`config.mk`:
```
export PLATFORM = sky130hd
export DESIGN_NAME = sim_ctrl
export DESIGN_NICKNAME = d
export VERILOG_FILES = /design/src/hw/sys_pkg.sv /design/src/hw/sim_ctrl.sv
export VERILOG_INCLUDE_DIRS = /design/src /design/src/hw
export SDC_FILE = /design/constraint.sdc
export NUM_CORES = 1
export LEC_CHECK = 0
export BUFFER_PORTS_ARGS = -buffer_cell sky130_fd_sc_hd__clkbuf_2
export CORE_UTILIZATION = 23
export DETAILED_ROUTE_END_ITERATION = 10
export PLACE_DENSITY = 0.82
export SYNTH_ARGS = -nofsm -noshare
export SYNTH_HDL_FRONTEND = slang
export SYNTH_SLANG_ARGS = --single-unit
```
`constraint.sdc`:
```
create_clock -name clk_i -period 1 [get_ports clk_i]
set_input_delay 0.1 -clock clk_i [delete_from_list [all_inputs] [get_ports clk_i]]
set_output_delay 0.1 -clock clk_i [all_outputs]
set_load 0.1 [all_outputs]
```
`src/hw/sys_defines.svh`:
```
// ~~~~~~~~~~~~~~~~~~~~~~~~~~~~~~
// Bus widths, RAM depth, memory map and timer register offsets
// ~~~~~~~~~~~~~~~~~~~~~~~~~~~~~~

`ifndef SYS_DEFINES_SVH
`define SYS_DEFINES_SVH

// Bus data and address width
`define SYS_DATA_W 32

// RAM depth in words
`define SYS_RAM_WORDS 1024

// Memory map, each window is base plus mask
`define SYS_RAM_BASE     32'h0010_0000
`define SYS_RAM_MASK     32'hFFFF_F000
`define SYS_SIMCTRL_BASE 32'h0002_0000
`define SYS_SIMCTRL_MASK 32'hFFFF_FC00
`define SYS_TIMER_BASE   32'h0003_0000
`define SYS_TIMER_MASK   32'hFFFF_FC00

`define SYS_NR_HOSTS   2
`define SYS_NR_DEVICES 3

// Timer register offsets within its window
`define SYS_TIMER_MTIME_LO    32'h0000_0000
`define SYS_TIMER_MTIME_HI    32'h0000_0004
`define SYS_TIMER_MTIMECMP_LO 32'h0000_0008
`define SYS_TIMER_MTIMECMP_HI 32'h0000_000C

`endif

```
`src/hw/sys_pkg.sv`:
```
// ~~~~~~~~~~~~~~~~~~~~~~~~~~~~~~
// Shared bus word type and index enums
// ~~~~~~~~~~~~~~~~~~~~~~~~~~~~~~

`include "sys_defines.svh"

package sys_pkg;

  // One bus data or address word
  typedef logic [`SYS_DATA_W-1:0] word_t;

  // Host ports, lower index has priority
  typedef enum logic {
    HostCore,
    HostDebug
  } bus_host_e;

  // Devices behind the address decoder
  typedef enum logic [1:0] {
    DevRam,
    DevSimCtrl,
    DevTimer
  } bus_device_e;

  // Timer register selects
  typedef enum logic [1:0] {
    MtimeLo,
    MtimeHi,
    MtimecmpLo,
    MtimecmpHi
  } timer_reg_e;

endpackage

```
`src/hw/sim_ctrl.sv`:
```
// ~~~~~~~~~~~~~~~~~~~~~~~~~~~~~~
// Character output and halt register
// ~~~~~~~~~~~~~~~~~~~~~~~~~~~~~~

`timescale 1ns/1ps
`include "sys_defines.svh"

module sim_ctrl (
  input  logic                     clk_i,
  input  logic                     rst_i,
  input  logic                     req_i,
  input  logic                     we_i,
  input  logic [`SYS_DATA_W/8-1:0] be_i,
  input  sys_pkg::word_t           addr_i,
  input  sys_pkg::word_t           wdata_i,
  output logic                     rvalid_o,
  output sys_pkg::word_t           rdata_o,
  output logic [7:0]               char_o,
  output logic                     char_valid_o,
  output logic                     halt_o
);
  import sys_pkg::*;

  localparam word_t CharOffset = 32'h0000_0000;
  localparam word_t HaltOffset = 32'h0000_0008;

  word_t offset;
  logic  char_wr;
  logic  halt_wr;

  assign offset  = addr_i & ~`SYS_SIMCTRL_MASK;
  assign char_wr = req_i && we_i && be_i[0] && (offset == CharOffset);
  assign halt_wr = req_i && we_i && (offset == HaltOffset);

  // Write only block
  assign rdata_o = '0;

  always_ff @(posedge clk_i) begin
    if (char_wr) begin
      char_o <= wdata_i[7:0];
    end
  end

  always_ff @(posedge clk_i) begin
    if (rst_i) begin
      rvalid_o     <= 1'b0;
      char_valid_o <= 1'b0;
      halt_o       <= 1'b0;
    end else begin
      rvalid_o     <= req_i;
      char_valid_o <= char_wr;
      // Sticky until reset
      halt_o       <= halt_o | halt_wr;
    end
  end

endmodule

```
==> results by group <==
Routing
  – First drt pass iteration count: 1
  – Via/cell ratio: ~3.3
  – Remaining DRCs: 0
  – Length of routed wiring on met1: roughly 280 µm
  – Antenna violation net count after detailed routing: 0
  – WL final: about 940 µm
  – Highest routed layer: met4
  – Met2 routed WL: 426 µm
  – Via count: 395
  – Initial DRC count: 0
  – Routed len/inst: 7.850 µm
  – Met3 routed WL: between 200 and 250 µm

Setup path
  – Setup CP Type: reg2out
  – WP data arrival: 860 ps
  – Critical Path, Cell by Cell: buf_12
  – Largest fanout on the critical path: 1
  – CP endpoint kind: primary output
  – Worst Setup SP: char_o[1]
  – RR Startpoint: halt_o
  – Crit-path slowest cell: edfxtp_1
  – Critical path's top delay family: flip-flops
  – Worst Path Required: 900 ps
  – Max stage delay on crit path: about 410 ps
  – Buf+Inv Stages, Crit Path: 1
  – CP Launch Type: flop

Finish
  – Number of diodes: 0
  – Fillcell total: 233
  – Area delta synth->final: 44.65%
  – Register area: a little over 300 µm²
  – Fin nets: roughly 160
  – Fraction of layout cells with a size suffix above 1: a little under half
  – Multi-input gate area: approximately 200 µm²
  – Final Util: around 36%

Place
  – Pre-CTS setup slack: -140.2 ps
  – DP Wirelength: between 800 and 900 µm
  – Routability cong.: around 0.61
  – PortBufs: 33

Die
  – Row Count: 18
  – Starting Density: about 25%
  – Die Ht: between 50 and 60 µm
  – I/O pin total: approximately 120
  – Die extent in x: 53.89 µm
  – Core area: around 2500 µm²
  – Die Area: 2904 µm²

Status
  – Outcome: finished clean

Yosys
  – Synth area leaders: buf_4 39%, edfxtp_1 39%, dfxtp_1 9.7%
  – Yosys cell types: 14
  – Ys Warns: 0
  – Syn_area_per_cell: about 11 µm²
  – Yosys reg bits: 11
  – Post-synth top area share: between 30% and 40%
  – Mapped Area: 619.3 µm²
  – Sequential share of the synthesized area: approximately half
  – Biggest area consumer among synthesized cells: buf_4
  – Syn Inst Count: 54

Timing
  – FMAX: 1.043 GHz
  – Final setup violation count: 0
  – Final Max Tran Viols: 0
  – Worst setup margin: 41.14 ps
  – Min Tclk post-route: around 960 ps
  – Hold WS: 17.95 ps
  – Clock skew: 0 ps
  – Count of final hold-check violations: 0
  – RSZ-0062 raised after global routing: no
  – Fin crit share: a little over nine tenths

Pwr
  – Peak VDD IR: about 0.49 mV
  – Cell Pwr Density: approximately 1500 nW/µm²
  – Tot Pwr: about 1400 µW
  – LEAKAGE: approximately 0.00043 µW

Clock tree
  – H-tree Lvls: 1
  – CTS max path bufs: 2
  – Root Driver: clkbuf_4
  – CTS tree: done
  – Setup Fix Bufs, Post-CTS: 0
  – Clk sinks: 11
  – # hold bufs at CTS: 0
  – Clock Latency Late Sink: 260 ps
  – Clock-pin slew on the worst setup and hold paths: 60 ps
  – Clock buffer count from CTS: 3
  – Post-CTS sizing: 0

GRT
  – Largest net degree at the start of global routing: 10
  – Remaining global-route overflow: 0
  – Initial antenna violation count: 0
  – All-Layer GR Usage: 7.051%
  – First-pass GRT wire length: 1324 µm
  – Vias in the first global route: 305

Min path
  – Worst Hold Class: in2reg
  – HP Start: wdata_i[4]

Run
  – Number of max-cap violations: 0
==> report_power, final <==
part / switching [µW] / internal [µW] / leakage [µW]
sequential: 1.88 / 491 / 0.0000976
clock: 123 / 154 / 0.0000150
combinational: 556 / 44.5 / 0.000317
==> layout make-up <==
| class | instances | area share [%] |
|---|---|---|
| flip-flops and latches | 11 | 33.94 |
| clock buffers | 4 | 2.933 |
| multi-input cells | 42 | 22.07 |
| repair buffers | 33 | 36.87 |
| well taps | 30 | 4.190 |
==> metrics by stage <==
step	TNS, ps	area (µm²)	cells
CTS	0	895.9	120
finish	0	895.9	120
global placement	-1007	869.6	116
detailed placement	-1147	869.6	116
floorplan	-32.14	742.0	85
global route	0	895.9	120
==> registers in the layout, summed over array words and instances (netlist names) <==
signal	flops
char_o	8
char_valid_o	1
halt_o	1
rvalid_o	1
==> layout by cell type (no fill, tap or decap) <==
cell and n:
a41oi_1 1, and2_1 1, and2b_1 1, and4_4 1
buf_12 11, clkbuf_1 1, clkbuf_2 22, clkbuf_4 3
conb_1 32, dfxtp_2 3, edfxtp_1 8, nor2_1 1
nor2b_1 1, nor3_1 1, nor3b_1 1, nor4_2 1
nor4b_1 1
==> cell usage after synthesis <==
master	number
and2b_1	1
nor3_1	1
conb_1	1
nor4_2	1
dfxtp_1	3
edfxtp_1	8
a41oi_1	1
nor2b_1	1
nor4b_1	1
nor3b_1	1
nor2_1	1
and2_1	1
and4_1	1
buf_4	32
==> kinds of logic after synthesis <==
logic type             after synthesis  share of synthesized area (%)
other                                1                         0.6055
flip-flops                          11                          48.49
AND/OR/NAND/NOR                      9                          10.71
AO/OA/AOI/OAI                        1                          1.414
buffers and inverters               32                          38.79
==> worst paths after layout <==
kind                             endpoint  slack, ps  cells past startpoint
worst min-delay path            char_o[4]         20                      1
worst min register to register     halt_o        500                      2
worst max-delay path            char_o[1]         40                      1
worst max register to register     halt_o        350                      2
==> per-layer routing <==
metal | vias to the layer above | global-route usage (%)
met5 | - | 0
met4 | 0 | 7.895
met3 | 4 | 3.672
met2 | 43 | 11.32
met1 | 160 | 5.802
li1 | 188 | -
(Power assumes the default switching activity.)
