<file path="src/hw/sys_defines.svh">
// ~~~~~~~~~~~~~~~~~~~~~~~~~~~~~~
// Bus widths, RAM depth, memory map and timer register offsets
// ~~~~~~~~~~~~~~~~~~~~~~~~~~~~~~

`ifndef SYS_DEFINES_SVH
`define SYS_DEFINES_SVH

// Bus data and address width
`define SYS_DATA_W 32

// RAM depth in words
`define SYS_RAM_WORDS 1024

// Memory map, each window is base plus mask
`define SYS_RAM_BASE     32'h0010_0000
`define SYS_RAM_MASK     32'hFFFF_F000
`define SYS_SIMCTRL_BASE 32'h0002_0000
`define SYS_SIMCTRL_MASK 32'hFFFF_FC00
`define SYS_TIMER_BASE   32'h0003_0000
`define SYS_TIMER_MASK   32'hFFFF_FC00

`define SYS_NR_HOSTS   2
`define SYS_NR_DEVICES 3

// Timer register offsets within its window
`define SYS_TIMER_MTIME_LO    32'h0000_0000
`define SYS_TIMER_MTIME_HI    32'h0000_0004
`define SYS_TIMER_MTIMECMP_LO 32'h0000_0008
`define SYS_TIMER_MTIMECMP_HI 32'h0000_000C

`endif

</file>
<file path="src/hw/sys_pkg.sv">
// ~~~~~~~~~~~~~~~~~~~~~~~~~~~~~~
// Shared bus word type and index enums
// ~~~~~~~~~~~~~~~~~~~~~~~~~~~~~~

`include "sys_defines.svh"

package sys_pkg;

  // One bus data or address word
  typedef logic [`SYS_DATA_W-1:0] word_t;

  // Host ports, lower index has priority
  typedef enum logic {
    HostCore,
    HostDebug
  } bus_host_e;

  // Devices behind the address decoder
  typedef enum logic [1:0] {
    DevRam,
    DevSimCtrl,
    DevTimer
  } bus_device_e;

  // Timer register selects
  typedef enum logic [1:0] {
    MtimeLo,
    MtimeHi,
    MtimecmpLo,
    MtimecmpHi
  } timer_reg_e;

endpackage

</file>
<file path="src/hw/bus.sv">
// ~~~~~~~~~~~~~~~~~~~~~~~~~~~~~~
// Host arbiter, address decoder and response router
// ~~~~~~~~~~~~~~~~~~~~~~~~~~~~~~

`timescale 1ns/1ps
`include "sys_defines.svh"

module bus (
  input  logic                     clk_i,
  input  logic                     rst_i,
  input  logic                     host_req_i    [`SYS_NR_HOSTS],
  input  sys_pkg::word_t           host_addr_i   [`SYS_NR_HOSTS],
  input  logic                     host_we_i     [`SYS_NR_HOSTS],
  input  logic [`SYS_DATA_W/8-1:0] host_be_i     [`SYS_NR_HOSTS],
  input  sys_pkg::word_t           host_wdata_i  [`SYS_NR_HOSTS],
  output logic                     host_gnt_o    [`SYS_NR_HOSTS],
  output logic                     host_rvalid_o [`SYS_NR_HOSTS],
  output sys_pkg::word_t           host_rdata_o  [`SYS_NR_HOSTS],
  output logic                     host_err_o    [`SYS_NR_HOSTS],
  output logic                     dev_req_o     [`SYS_NR_DEVICES],
  output sys_pkg::word_t           dev_addr_o    [`SYS_NR_DEVICES],
  output logic                     dev_we_o      [`SYS_NR_DEVICES],
  output logic [`SYS_DATA_W/8-1:0] dev_be_o      [`SYS_NR_DEVICES],
  output sys_pkg::word_t           dev_wdata_o   [`SYS_NR_DEVICES],
  input  logic                     dev_rvalid_i  [`SYS_NR_DEVICES],
  input  sys_pkg::word_t           dev_rdata_i   [`SYS_NR_DEVICES],
  input  logic                     dev_err_i     [`SYS_NR_DEVICES]
);
  import sys_pkg::*;

  word_t       dev_base [`SYS_NR_DEVICES];
  word_t       dev_mask [`SYS_NR_DEVICES];
  logic        arb_req;
  bus_host_e   host_sel;
  logic        dec_hit;
  bus_device_e dev_sel;
  logic        rsp_valid_q;
  bus_host_e   rsp_host_q;
  logic        rsp_hit_q;
  bus_device_e rsp_dev_q;

  // Memory map
  assign dev_base[DevRam]     = `SYS_RAM_BASE;
  assign dev_mask[DevRam]     = `SYS_RAM_MASK;
  assign dev_base[DevSimCtrl] = `SYS_SIMCTRL_BASE;
  assign dev_mask[DevSimCtrl] = `SYS_SIMCTRL_MASK;
  assign dev_base[DevTimer]   = `SYS_TIMER_BASE;
  assign dev_mask[DevTimer]   = `SYS_TIMER_MASK;

  // Fixed priority, scan from the lowest priority so host 0 wins last
  always_comb begin
    arb_req  = 1'b0;
    host_sel = HostCore;
    for (int h = `SYS_NR_HOSTS - 1; h >= 0; h--) begin
      if (host_req_i[h]) begin
        arb_req  = 1'b1;
        host_sel = bus_host_e'(h);
      end
    end
  end

  // Address decode of the winning host
  always_comb begin
    dec_hit = 1'b0;
    dev_sel = DevRam;
    for (int d = 0; d < `SYS_NR_DEVICES; d++) begin
      if ((host_addr_i[host_sel] & dev_mask[d]) == dev_base[d]) begin
        dec_hit = 1'b1;
        dev_sel = bus_device_e'(d);
      end
    end
  end

  always_comb begin
    for (int h = 0; h < `SYS_NR_HOSTS; h++) begin
      host_gnt_o[h] = arb_req && (host_sel == bus_host_e'(h));
    end
  end

  // Request fields are broadcast, only req is steered
  always_comb begin
    for (int d = 0; d < `SYS_NR_DEVICES; d++) begin
      dev_req_o[d]   = arb_req && dec_hit && (dev_sel == bus_device_e'(d));
      dev_addr_o[d]  = host_addr_i[host_sel];
      dev_we_o[d]    = host_we_i[host_sel];
      dev_be_o[d]    = host_be_i[host_sel];
      dev_wdata_o[d] = host_wdata_i[host_sel];
    end
  end

  always_ff @(posedge clk_i) begin
    if (rst_i) begin
      rsp_valid_q <= 1'b0;
      rsp_host_q  <= HostCore;
      rsp_hit_q   <= 1'b0;
      rsp_dev_q   <= DevRam;
    end else begin
      rsp_valid_q <= arb_req;
      rsp_host_q  <= host_sel;
      rsp_hit_q   <= dec_hit;
      rsp_dev_q   <= dev_sel;
    end
  end

  // Route the device answer, or a decode error on a miss
  always_comb begin
    for (int h = 0; h < `SYS_NR_HOSTS; h++) begin
      host_rvalid_o[h] = 1'b0;
      host_rdata_o[h]  = '0;
      host_err_o[h]    = 1'b0;
      if (rsp_valid_q && (rsp_host_q == bus_host_e'(h))) begin
        if (rsp_hit_q) begin
          host_rvalid_o[h] = dev_rvalid_i[rsp_dev_q];
          host_rdata_o[h]  = dev_rdata_i[rsp_dev_q];
          host_err_o[h]    = dev_err_i[rsp_dev_q];
        end else begin
          host_rvalid_o[h] = 1'b1;
          host_err_o[h]    = 1'b1;
        end
      end
    end
  end

endmodule

</file>
<file path="config.mk">
export PLATFORM = sky130hd
export DESIGN_NAME = bus
export DESIGN_NICKNAME = d
export VERILOG_FILES = /design/src/hw/sys_pkg.sv /design/src/hw/bus.sv
export VERILOG_INCLUDE_DIRS = /design/src /design/src/hw
export SDC_FILE = /design/constraint.sdc
export NUM_CORES = 1
export LEC_CHECK = 0
export BUFFER_PORTS_ARGS = -buffer_cell sky130_fd_sc_hd__buf_2
export CORE_AREA = 3 3 200 202
export DETAILED_ROUTE_END_ITERATION = 7
export DIE_AREA = 0 0 203 205
export PLACE_DENSITY = 0.4
export SETUP_SLACK_MARGIN = 0.4
export SLEW_MARGIN = 15
export SYNTH_ARGS = -nofsm -noshare
export SYNTH_HDL_FRONTEND = slang
export SYNTH_SLANG_ARGS = --single-unit
</file>
<file path="constraint.sdc">
create_clock -name clk_i -period 5.84 [get_ports clk_i]
set_clock_uncertainty 0.15 [all_clocks]
set_input_delay 1.168 -clock clk_i [delete_from_list [all_inputs] [get_ports clk_i]]
set_output_delay 1.168 -clock clk_i [all_outputs]
set_load 0.03 [all_outputs]
</file>
==> flow_summary.json <==
{
  "worst_path_largest_cell_delay_ns": 0.53,
  "grt_pass1_vias": 4733,
  "drtPass1Iterations": 4,
  "sequential_to_total_area_share_from_yosys_stat_pct": 2.912,
  "crit_family": "simple AND/OR/NAND/NOR gates",
  "fp.dieArea_mm2": 0.04162,
  "floorplan.core_area_mm2": 0.03847,
  "place.gp.congestion": 0.7822,
  "synthTopCellsByArea": "buf_4 (30%), nand2_1 (22%), nor2_1 (12%), mux2i_1 (10%), o21ai_0 (5.0%)",
  "design_area_mm2": 0.005664,
  "critPathRequiredTime_ns": 4.52,
  "finalSetupViolations": 0,
  "route.detailed.wl_per_inst_um": 13.81,
  "met2RoutedLength_um": 10250,
  "cts.sinks": 5,
  "path_buf_inv": 3,
  "grt_antenna_before_repair": 5,
  "final_common_cell": "buf_2",
  "power_frac_clock_pct": 15.7,
  "finalSetupTns_ns": 0,
  "grt_remaining_overflow": 0,
  "final_util_pct": 14.72,
  "timing.critical_path.to_type": "output pin",
  "start_kind": "input pin",
  "finish.net_count": 1232,
  "netSwitchingFraction_pct": 59.13,
  "wirelength_um": 20810,
  "buffers_on_ports": 523,
  "timing_worst_setup_path_type": "input pin to output pin",
  "report.power.total_w": 0.0007096,
  "hold_viol_final": 0,
  "timing_worst_slew_pin_value_ns": 0.7506,
  "drv_slew": 0,
  "syn-mean-instance-area_um2": 5.482,
  "placementRows": 72,
  "dominantRegCellSynth": "dfxtp_1",
  "dpl_worst_slack_ns": 1.177,
  "post-route-min-period_ns": 4.619,
  "num_vias": 5129,
  "cts-hold-fix-buffers": 0,
  "class_of_the_tightest_hold_or_removal_check": "input pin to flop",
  "dpl_cell_area_mm2": 0.005580,
  "cell_area_power_density_mw_per_mm2": 125.3,
  "rsz0062_at_grt": "no",
  "synth_nets": 871,
  "timing.max_cap.violations": 0,
  "width_of_the_die_um": 203,
  "ir_drop_mv": 0.06178,
  "fraction_of_final_layout_cells_sized_beyond_drive_strength_1_pct": 55.02,
  "synthArstFlopShare_pct": 0,
  "wl_met1_um": 7759,
  "dr.max_layer_used": "met5",
  "yosys.area.top_type": "buf_4",
  "pwr-share-comb_pct": 79.3,
  "cts_tree": "built",
  "dieHeight_um": 205,
  "final_critical_path_setup_slack_ns": 1.221,
  "grt_max_degree": 55,
  "detail-route-antenna-nets": 0,
  "synth_cells": 627,
  "drc": 0,
  "ioPinCount": 524,
  "dp_hpwl_um": 18280,
  "number_of_synthesized_register_bits": 5,
  "ctsResizeCount": 0,
  "worstPathCellList": "buf_2 > nand2b_4 > buf_4 > mux2i_1 > or4_4 > nor3_1 > buf_2",
  "detailroute.wirelength.met3_um": 2240,
  "synth_enable_flop_cells": 0,
  "area.growth.synth_to_final_pct": 64.80,
  "cts_made_buffers": 3,
  "intPower_w": 0.0002900,
  "timing.final.crit_share_pct": 79.09,
  "grt_pass1_wl_um": 27990,
  "post_synth_num_cell_types": 33,
  "maximum_count_of_clock_buffers_along_a_single_path": 2,
  "postCtsSetupBuffers": 0,
  "netlist.area_leader.share_pct": 30.14,
  "static_leakage_nw": 3.268,
  "cts.root.buffer_cell": "clkbuf_16",
  "synth_cell_area_mm2": 0.003437,
  "post_drt_via_cell_ratio": 3.403,
  "timing.critical_path.mode_cell": "buf_2",
  "outcome": "finished clean",
  "timing.critical_path.arrival_ns": 3.30,
  "timing.critical_path.slowest_stage_cell": "buf_4",
  "crit_path_max_fanout": 54,
  "max_slew_margin_pct": 49.43,
  "htree_num_levels": 1,
  "layout_common_cells": "buf_2 (523), nand2_1 (203), nor2_1 (106)",
  "net-switching-power_w": 0.0004196,
  "initial_utilization_pct": 8.935,
  "p_seq_share_pct": 5.0,
  "detail_route.iter0.violations": 239,
  "global_route.usage.total_pct": 8.718,
  "cts.clk_slew.worst_paths_ns": 0.03,
  "ys_warn_count": 0,
  "fmax_mhz": 216.5
}
-- final timing paths --
path,start,endpoint,cells past startpoint
setup / recovery,host_req_i[1],dev_req_o[2],7
hold / removal,rst_i,rsp_host_q$_SDFF_PP0_,2
-- state kept, by name (all words and copies together), names as in the netlist --
| name | count |
|---|---|
| rsp_dev_q | 2 |
| rsp_hit_q | 1 |
| rsp_host_q | 1 |
| rsp_valid_q | 1 |
-- power groups by stage --
stage | registers, W | logic, W | clock network, W
final | 0.0000354 | 0.000563 | 0.000111
after global routing | 0.0000356 | 0.000599 | 0.000116
after CTS | 0.0000354 | 0.000569 | 0.000113
after detailed placement | 0.0000359 | 0.000567 | 0
after global placement | 0.0000359 | 0.000570 | 0
after floorplan | 0.0000359 | 0.000444 | 0
-- cells by family after synthesis --
family                 synth area share, %
muxes                                10.96
AOI/OAI and AO/OA                    6.516
buffers and inverters                34.73
DFF                                  2.912
and+or+nand+nor                      44.89
-- cells in the mapped netlist (2+ instances only) --
cell,count
nand4_1,2
nor3_1,4
nand2_1,203
mux2i_1,35
nor2b_1,5
o211ai_1,2
and2_0,23
o21ai_0,34
or4_1,4
and2_1,8
nor2_1,106
nor4_1,6
buf_4,138
buf_1,5
dfxtp_1,5
buf_2,3
clkbuf_1,28
-- metrics by stage --
stage,hold slack (ns),std cells
global route,1.019,1507
global placement,1.231,1501
detailed placement,1.227,1501
floorplan,1.090,627
CTS,0.9998,1505
finish,0.9962,1507
-- layout make-up --
cell class	count	area, µm²
diodes	2	5.005
clock buffers	4	78.83
fillers	4539	32800
inverters	2	7.507
multi-input cells	445	2146
flip-flops and latches	5	101.3
well taps	518	648.1
repair buffers	531	2678
-- layer usage --
metal / vias to the layer above / global-route usage [%]
met3: 28 / 2.701
met5: - / 0
li1: 2552 / -
met1: 2220 / 9.622
met2: 323 / 16.15
met4: 6 / 2.326
Note: power is estimated with default switching activity, not from simulation.
