$ cat src/hw/sys_defines.svh
// ~~~~~~~~~~~~~~~~~~~~~~~~~~~~~~
// Bus widths, RAM depth, memory map and timer register offsets
// ~~~~~~~~~~~~~~~~~~~~~~~~~~~~~~

`ifndef SYS_DEFINES_SVH
`define SYS_DEFINES_SVH

// Bus data and address width
`define SYS_DATA_W 32

// RAM depth in words
`define SYS_RAM_WORDS 1024

// Memory map, each window is base plus mask
`define SYS_RAM_BASE     32'h0010_0000
`define SYS_RAM_MASK     32'hFFFF_F000
`define SYS_SIMCTRL_BASE 32'h0002_0000
`define SYS_SIMCTRL_MASK 32'hFFFF_FC00
`define SYS_TIMER_BASE   32'h0003_0000
`define SYS_TIMER_MASK   32'hFFFF_FC00

`define SYS_NR_HOSTS   2
`define SYS_NR_DEVICES 3

// Timer register offsets within its window
`define SYS_TIMER_MTIME_LO    32'h0000_0000
`define SYS_TIMER_MTIME_HI    32'h0000_0004
`define SYS_TIMER_MTIMECMP_LO 32'h0000_0008
`define SYS_TIMER_MTIMECMP_HI 32'h0000_000C

`endif

$ cat src/hw/sys_pkg.sv
// ~~~~~~~~~~~~~~~~~~~~~~~~~~~~~~
// Shared bus word type and index enums
// ~~~~~~~~~~~~~~~~~~~~~~~~~~~~~~

`include "sys_defines.svh"

package sys_pkg;

  // One bus data or address word
  typedef logic [`SYS_DATA_W-1:0] word_t;

  // Host ports, lower index has priority
  typedef enum logic {
    HostCore,
    HostDebug
  } bus_host_e;

  // Devices behind the address decoder
  typedef enum logic [1:0] {
    DevRam,
    DevSimCtrl,
    DevTimer
  } bus_device_e;

  // Timer register selects
  typedef enum logic [1:0] {
    MtimeLo,
    MtimeHi,
    MtimecmpLo,
    MtimecmpHi
  } timer_reg_e;

endpackage

$ cat src/hw/timer.sv
// ~~~~~~~~~~~~~~~~~~~~~~~~~~~~~~
// Machine timer, 64-bit count and compare
// ~~~~~~~~~~~~~~~~~~~~~~~~~~~~~~

`timescale 1ns/1ps
`include "sys_defines.svh"

module timer (
  input  logic                     clk_i,
  input  logic                     rst_i,
  input  logic                     req_i,
  input  logic                     we_i,
  input  logic [`SYS_DATA_W/8-1:0] be_i,
  input  sys_pkg::word_t           addr_i,
  input  sys_pkg::word_t           wdata_i,
  output logic                     rvalid_o,
  output sys_pkg::word_t           rdata_o,
  output logic                     err_o,
  output logic                     irq_o
);
  import sys_pkg::*;

  word_t       offset;
  timer_reg_e  reg_sel;
  logic        reg_hit;
  logic        wr_en;
  word_t       rd_word;
  logic [63:0] mtime_q;
  logic [63:0] mtime_d;
  logic [63:0] mtimecmp_q;
  logic [63:0] mtimecmp_d;

  // Replace the enabled byte lanes of a word
  function automatic word_t merge_bytes(word_t old_w, word_t new_w,
                                        logic [`SYS_DATA_W/8-1:0] be);
    word_t res;
    res = old_w;
    for (int b = 0; b < `SYS_DATA_W / 8; b++) begin
      if (be[b]) begin
        res[8*b +: 8] = new_w[8*b +: 8];
      end
    end
    return res;
  endfunction

  assign offset = addr_i & ~`SYS_TIMER_MASK;

  always_comb begin
    reg_hit = 1'b1;
    reg_sel = MtimeLo;
    case (offset)
      `SYS_TIMER_MTIME_LO:    reg_sel = MtimeLo;
      `SYS_TIMER_MTIME_HI:    reg_sel = MtimeHi;
      `SYS_TIMER_MTIMECMP_LO: reg_sel = MtimecmpLo;
      `SYS_TIMER_MTIMECMP_HI: reg_sel = MtimecmpHi;
      default:                reg_hit = 1'b0;
    endcase
  end

  assign wr_en = req_i && we_i && reg_hit;

  // A write to either mtime half replaces the increment
  always_comb begin
    mtime_d    = mtime_q + 64'd1;
    mtimecmp_d = mtimecmp_q;
    if (wr_en) begin
      case (reg_sel)
        MtimeLo:    mtime_d = {mtime_q[63:32], merge_bytes(mtime_q[31:0], wdata_i, be_i)};
        MtimeHi:    mtime_d = {merge_bytes(mtime_q[63:32], wdata_i, be_i), mtime_q[31:0]};
        MtimecmpLo: mtimecmp_d[31:0] = merge_bytes(mtimecmp_q[31:0], wdata_i, be_i);
        default:    mtimecmp_d[63:32] = merge_bytes(mtimecmp_q[63:32], wdata_i, be_i);
      endcase
    end
  end

  always_comb begin
    case (reg_sel)
      MtimeLo:    rd_word = mtime_q[31:0];
      MtimeHi:    rd_word = mtime_q[63:32];
      MtimecmpLo: rd_word = mtimecmp_q[31:0];
      default:    rd_word = mtimecmp_q[63:32];
    endcase
  end

  always_ff @(posedge clk_i) begin
    if (req_i) begin
      rdata_o <= reg_hit ? rd_word : '0;
    end
  end

  always_ff @(posedge clk_i) begin
    if (rst_i) begin
      mtime_q    <= '0;
      mtimecmp_q <= '1;
      rvalid_o   <= 1'b0;
      err_o      <= 1'b0;
      irq_o      <= 1'b0;
    end else begin
      mtime_q    <= mtime_d;
      mtimecmp_q <= mtimecmp_d;
      rvalid_o   <= req_i;
      err_o      <= req_i && !reg_hit;
      irq_o      <= (mtime_q >= mtimecmp_q);
    end
  end

endmodule

$ cat config.mk
export PLATFORM = sky130hd
export DESIGN_NAME = timer
export DESIGN_NICKNAME = d
export VERILOG_FILES = /design/src/hw/sys_pkg.sv /design/src/hw/timer.sv
export VERILOG_INCLUDE_DIRS = /design/src /design/src/hw
export SDC_FILE = /design/constraint.sdc
export NUM_CORES = 1
export LEC_CHECK = 0
export ABC_AREA = 1
export BUFFER_PORTS_ARGS = -buffer_cell sky130_fd_sc_hd__buf_2
export CORE_AREA = 2 2 103 179
export DETAILED_ROUTE_END_ITERATION = 16
export DIE_AREA = 0 0 105 181
export PLACE_DENSITY = 0.93
export SYNTH_ARGS = -nofsm -noshare
export SYNTH_HDL_FRONTEND = slang
export SYNTH_SLANG_ARGS = --single-unit
$ cat constraint.sdc
create_clock -name clk_i -period 3.6 [get_ports clk_i]
set_input_delay 0.72 -clock clk_i [delete_from_list [all_inputs] [get_ports clk_i]]
set_output_delay 0.72 -clock clk_i [all_outputs]
set_load 0.01 [all_outputs]
==> results of run 1 <==
[worst paths after layout]
kind	from	to	slack, ns	cells after the start
setup / recovery	addr_i[1]	mtime_q[44]	0.89	11
hold / removal	mtimecmp_q[31]	mtimecmp_q[31]	0.48	2
hold reg to reg	mtimecmp_q[31]	mtimecmp_q[31]	0.48	2
setup reg to reg	mtime_q[0]	mtime_q[34]	0.96	10
[critical path: cells and delay by family]
family / cells / cell delay [ns]
simple gates: 9 / 1.66
compound gates: 1 / 0.56
buf+inv: 1 / 0.10
[power by group]
group	internal [W]	switching (W)	total [W]	leakage, nW
combinational	0.0000530	0.000131	0.000184	4.41
clock	0.00103	0.000759	0.00179	0.264
sequential	0.00187	0.00000946	0.00188	1.39
[kinds of logic after synthesis]
logic type	Yosys count	synth area share, %
flip-flops	163	32.09
XOR/XNOR	23	1.804
buffers and inverters	267	9.143
AO/OA/AOI/OAI	340	17.78
AND/OR/NAND/NOR	860	31.90
adder cells (fa/ha/maj)	65	7.283
[final cells by class]
| class | count | area, µm² | area share [%] |
|---|---|---|---|
| inverters | 210 | 789.5 | 6.356 |
| flip-flops and latches | 163 | 3583 | 28.85 |
| repair buffers | 112 | 630.6 | 5.077 |
| clock buffers | 22 | 454.2 | 3.656 |
| multi-input cells | 1288 | 6566 | 52.86 |
| clock inverters | 9 | 108.9 | 0.8763 |
| well taps | 231 | 289.0 | 2.327 |
[sequential cells by signal, summed over array words and instances, names as in the netlist]
signal      flops
err_o           1
mtime_q        64
rdata_o        32
rvalid_o        1
mtimecmp_q     64
irq_o           1
[routing by layer]
metal  part of all wire, %  vias up  global-route usage (%)
met1                    32     5764                   47.68
met4                    12        2                   46.35
li1                      -     5838                       -
met2                    47      866                   76.96
met5                 0.029        -                       0
met3                   9.0      322                   10.17
[synthesized netlist by cell type]
cell and count:
nand2_1 457, nor2_1 231, inv_1 206, dfxtp_1 131, o21ai_0 113, a21oi_1 96, nand3_1 92, ha_1 65
o211ai_1 64, clkbuf_1 41, edfxtp_1 32, nand4_1 29, nor3_1 26, xor2_1 20, a31oi_1 19, o22ai_1 18
buf_2 12, a211oi_1 8, o21ai_1 7, o21ai_2 5, nand2_2 4, nor2_4 4, o2111ai_1 4, buf_1 3
nand3b_1 3, nor2_2 3, nor4_1 3, o21a_1 3, xnor2_1 3, clkinv_1 2, inv_2 2, a21o_1 1
and3_1 1, and3b_1 1, buf_4 1, nand2_4 1, nand3_2 1, nand3_4 1, nor3_2 1, nor3b_1 1
o21ai_4 1, o21bai_1 1, or2_2 1
[per-stage QoR]
stage | hold slack (ns) | cells
floorplan | 0.4460 | 1718
global placement | 0.4551 | 2004
detailed placement | 0.4616 | 2004
CTS | 0.4779 | 2035
global route | 0.4945 | 2035
finish | 0.4804 | 2035
==> run metrics, run 1 <==
Tot Pwr 0.003861 W; root buf cell clkbuf_16; IO Pins 107; startpoint types input port; Ys Warns 0; total setup buffers inserted after CTS 0; Routed wire per std cell 21.97 µm; library cells used by synthesis 43; CP required 3.94 ns; setup ws final roughly 0.9 ns; fin nets 1929; critical path peak fanout 14; WS Path Type input port to flop; gr usage total a little under half; Post-Route Skew 0.008946 ns; Rel. slew slack 24.32%; fin crit period 2.706 ns; critical-path cell list buf_2 > nor2_2 > nand3_1 > nor2_4 > nand3_4 > nor2_4 > nand2_2 > o21ai_2 > nand2_1 > nand2_1 > nor2_1; Max VDD drop 0.3863 mV; post-layout util between 70% and 80%; total CTS buffers 17; htree depth 4; pwr dens 310.8 nW/µm²; Hold Path Class flop to flop; via/cell ratio 6.286; CP peak stage delay 0.56 ns; final-report setup violation count 0; initial antenna violation count 1; # rows 64; # resized after CTS 0; drt first-iter violations roughly 1300; Placed Area 11860 µm²; Slew @ Worst Pin 1.134 ns; via count roughly 13000; post-route ant nets 0; Post-DP HPWL 32450 µm; layout cell share with drive strength beyond 1 9.091%; Worst path slowest cell o21ai_2; top cells by area, synth dfxtp_1 (23%), nand2_1 (15%), edfxtp_1 (8.6%); status finished, final reports clean; most frequent cells in the layout nand2_1 (457), nor2_1 (231), inv_1 (205); max_cap viols 0; IO buf count 84; final-report max-slew violation count 0; first-pass GRT wire length 67450 µm; Routability Congestion 1.070; # diodes 0; Yosys reg bits 163; die area 19010 µm²; Fillers ~1500; Net Count, Synth about 1900; hold_buf cts 0; core footprint ~17000 µm²; Die Y-Extent 181 µm; die width 105 µm; Routed WL 44710 µm; Arrival @ worst endpoint 3.05 ns; fmax roughly 0.37 GHz; unrepaired setup endpoints after global routing no; Tcrit/Tclk final 75.17%; Setup WS pre-CTS 0.5202 ns; critical path endpoint category flop; LEAKAGE 6.060 nW; most common cell after layout, fill and taps aside nand2_1; fin area ~12000 µm²; total gr overflow 0; clock slew at the register clock pins of the worst setup and hold paths 0.07 ns; DRC viols 0; DRT Pass-1 Iters 6; area leader, netlist dfxtp_1; share of the synthesized area in the top cell type 23.48%; Initial Util 63.97%; Gate Count Post-Synth 1718; largest net degree at the start of global routing 63; number of global-route vias before repair 12450; Final Hold Viols 0; worst skew pair latency ~0.45 ns; clock net sink count 163; CTS tree built; synthesis-to-layout area growth 11.24%; area of the mapped netlist about 11000 µm²; syn_area_per_cell 6.500 µm²; post-synthesis sequential area ratio 32.09%; CTS max path bufs 2; setup TNS 0 ns
No activity file was read; power rests on OpenSTA's default activity.
==> run 2: changes to the inputs <==
--- a/config.mk
+++ b/config.mk
@@ -6,12 +6,12 @@
 export SDC_FILE = /design/constraint.sdc
 export NUM_CORES = 1
 export LEC_CHECK = 0
-export ABC_AREA = 1
+export ABC_AREA = 0
 export BUFFER_PORTS_ARGS = -buffer_cell sky130_fd_sc_hd__buf_2
-export CORE_AREA = 2 2 103 179
+export CORE_AREA = 2 2 106 185
 export DETAILED_ROUTE_END_ITERATION = 16
-export DIE_AREA = 0 0 105 181
-export PLACE_DENSITY = 0.93
+export DIE_AREA = 0 0 108 187
+export PLACE_DENSITY = 0.84
 export SYNTH_ARGS = -nofsm -noshare
 export SYNTH_HDL_FRONTEND = slang
 export SYNTH_SLANG_ARGS = --single-unit
==> constraint.sdc (replaced) <==
create_clock -name clk_i -period 2.4 [get_ports clk_i]
set_input_delay 0.48 -clock clk_i [delete_from_list [all_inputs] [get_ports clk_i]]
set_output_delay 0.48 -clock clk_i [all_outputs]
set_load 0.01 [all_outputs]
==> run metrics, run 2 <==
CP peak stage delay 0.56 ns; top cells by area, synth dfxtp_1 (26%), edfxtp_1 (9.7%), ha_1 (8.2%); Yosys reg bits between 150 and 200; synth cell count leaders nand2_1 (138), dfxtp_1 (131), nor2_1 (84), inv_1 (74), a21oi_1 (66); flop-to-flop setup slack 0.04 ns; WL met2 18100 µm; worst skew pair latency 0.45 ns; most common cell after layout, fill and taps aside buf_4; syn_area_per_cell 8.325 µm²; Reg-to-Reg End irq_o; Max VDD drop 0.5179 mV; fin crit period 2.358 ns; Final Hold Slack between 0.3 and 0.4 ns; Cell Count, Final, Fillers Out 1626; gr usage total between 30% and 40%; library cells used by synthesis 75; hold_buf cts 0; crit path to irq_o; first-pass GRT wire length 56150 µm; core footprint 18860 µm²; Arrival @ worst endpoint between 2 and 3 ns; fmax 0.4241 GHz; critical path peak fanout 7; initial antenna violation count 0; post-synthesis sequential area ratio 36.20%; Largest regs mtime_q: 64 flops, mtimecmp_q: 64 flops, rdata_o: 32 flops; Gate Count Post-Synth 1189; synthesis-to-layout area growth 25.41%; mux share of post-synthesis cell area 1.125%; final-report setup violation count 0; LEAKAGE approximately 5.6 nW; Final Hold Viols 0; Hold Path Class input port to flop; drt first-iter violations 1337; Placed Cells 1593; number of global-route vias before repair ~11000; fin nets 1509; XOR/XNOR share of the synthesized area less than 1%; EDFF count, synth 32; clock slew at the register clock pins of the worst setup and hold paths ~0.070 ns; # diodes 0; via count between 10000 and 15000; share of the synthesized area in the top cell type 26.49%; crit path from mtime_q[47]; Post-DP HPWL 26290 µm; Fillers ~1600; startpoint types flop; Net Count, Synth 1326; via/cell ratio 6.740; Adder-Cell Fraction of Synth Area under 10%; layout cell share with drive strength beyond 1 23.75%; area leader, netlist dfxtp_1; final-report max-slew violation count 0; DRC viols 0; Post-Synth Simple-Gate Area 23.68%; total CTS buffers 17; Ys Warns 0; root buf cell clkbuf_16; CTS tree built; # rows 67; most frequent cells in the layout buf_4 (153), nand2_1 (138), dfxtp_1 (124); Rel. slew slack 50.88%; largest net degree at the start of global routing 66; R2R depth 8; die width approximately 110 µm; Worst path slowest cell nor4_1; critical-path cell list buf_4 > ha_1 > nand4_1 > nor4_1 > a221oi_2 > a41oi_1 > o41ai_2 > nand2_1; Initial Util 52.48%; post-route ant nets 0; Routability Congestion 1.006; fraction of registers with async set or reset after synthesis 0%; CP required 2.78 ns; Tcrit/Tclk final 98.25%; uppermost routed layer met4; total gr overflow 0; clock net sink count 163; IO Pins 107; largest family of logic cells by synthesized area simple AND/OR/NAND/NOR gates; Die Y-Extent 187 µm; IO buf count between 80 and 90; metal3 WL 2653 µm; area of the mapped netlist 9898 µm²; critical path endpoint category flop; Post-Route Skew 0.008849 ns; max_cap viols 0; WS Path Type flop to flop; status finished, final reports clean; die area roughly 20000 µm²; DRT Pass-1 Iters 10; reg2reg start mtime_q[47]; CTS max path bufs 2; Met1 Wirelength 12230 µm; complex-gate fraction of the synthesized area a little under a quarter; Routed WL 36210 µm; top_reg_cell synth dfxtp_1; Routed wire per std cell 22.27 µm; most common cell in the netlist nand2_1; Slew @ Worst Pin 0.7368 ns; htree depth 4; pwr dens roughly 500 nW/µm²
[run 2: cell types whose count changed in the layout (fill, tap and decap cells not counted), moves of 14 or more]
| cell | delta |
|---|---|
| a211oi_1 | +34 |
| a21oi_1 | -30 |
| a222oi_1 | +33 |
| and2_1 | +14 |
| and3_1 | +25 |
| buf_4 | +125 |
| inv_1 | -131 |
| nand2_1 | -319 |
| nand3_1 | -56 |
| nor2_1 | -148 |
| nor4_1 | +20 |
| o21ai_0 | -79 |
| xor2_1 | -19 |
[run 2: worst max-delay path, delay by kind of cell (launching register included)]
kind | cells | cell delay (ns)
and+or+nand+nor | 3 | 0.91
AOI/OAI and AO/OA | 3 | 0.52
adders and majority gates | 1 | 0.38
DFF | 1 | 0.31
buffers and inverters | 1 | 0.17
[run 2: per-layer routing]
metal | vias to the layer above | track usage (%)
met5 | - | 0
met4 | 0 | 26.28
met3 | 247 | 5.505
met2 | 696 | 62.77
met1 | 5142 | 38.68
li1 | 4874 | -
[run 2: logic make-up (layout without fill, tap and decap cells)]
| kind of cell | after synthesis | count (layout) |
|---|---|---|
| simple gates | 454 | 454 |
| xor+xnor | 11 | 11 |
| fa+ha+maj | 65 | 65 |
| flops | 163 | 163 |
| buf+inv | 161 | 357 |
| mux | 11 | 11 |
| compound gates | 324 | 324 |
[run 2: cell type report]
cell class,instances,area [µm²],area share (%)
clock buffer,17,425.4,3.427
clock inverter,15,202.7,1.633
inverter,75,281.5,2.268
multi-input combinational,865,5773,46.51
sequential,163,3600,29.00
tap,241,301.5,2.429
timing repair buffer,250,1829,14.74
[run 2: where the power goes]
group	switching, W	internal (W)	leakage, nW
registers	0.0000107	0.00281	1.39
clock network	0.00121	0.00175	0.306
logic	0.000260	0.000138	3.86
total	0.00148	0.00470	5.56
[run 2: metrics by stage]
step / setup TNS, ns / worst slack [ns] / utilization, % / total power [W] / cell area, µm²
final: 0 / 0.04211 / 65.81 / 0.006184 / 12410
after global routing: -0.08401 / -0.03970 / 65.81 / 0.006321 / 12410
after CTS: 0 / 0.003576 / 65.36 / 0.006193 / 12330
after detailed placement: -18.76 / -0.2879 / 62.02 / 0.003268 / 11700
after global placement: -14.03 / -0.2243 / 62.02 / 0.003262 / 11700
after floorplan: -1.533 / -0.05110 / - / 0.003054 / 9973
[run 2: worst min path at each step]
stage / startpoint / end / slack [ns] / cells after the start
floorplan: mtimecmp_q[12] / mtimecmp_q[12] / 0.46 / 2
global placement: mtimecmp_q[12] / mtimecmp_q[12] / 0.47 / 2
detailed placement: mtimecmp_q[12] / mtimecmp_q[12] / 0.48 / 2
CTS: wdata_i[11] / mtimecmp_q[11] / 0.31 / 2
global route: wdata_i[11] / mtimecmp_q[11] / 0.32 / 2
finish: wdata_i[17] / mtimecmp_q[17] / 0.32 / 3
[run 2: timing repair]
item,4_1_cts,5_1_grt
gates resized for setup,1,23
pin swaps,1,9
setup endpoints to repair,3,27
cloned,0,0
setup buffers,0,1
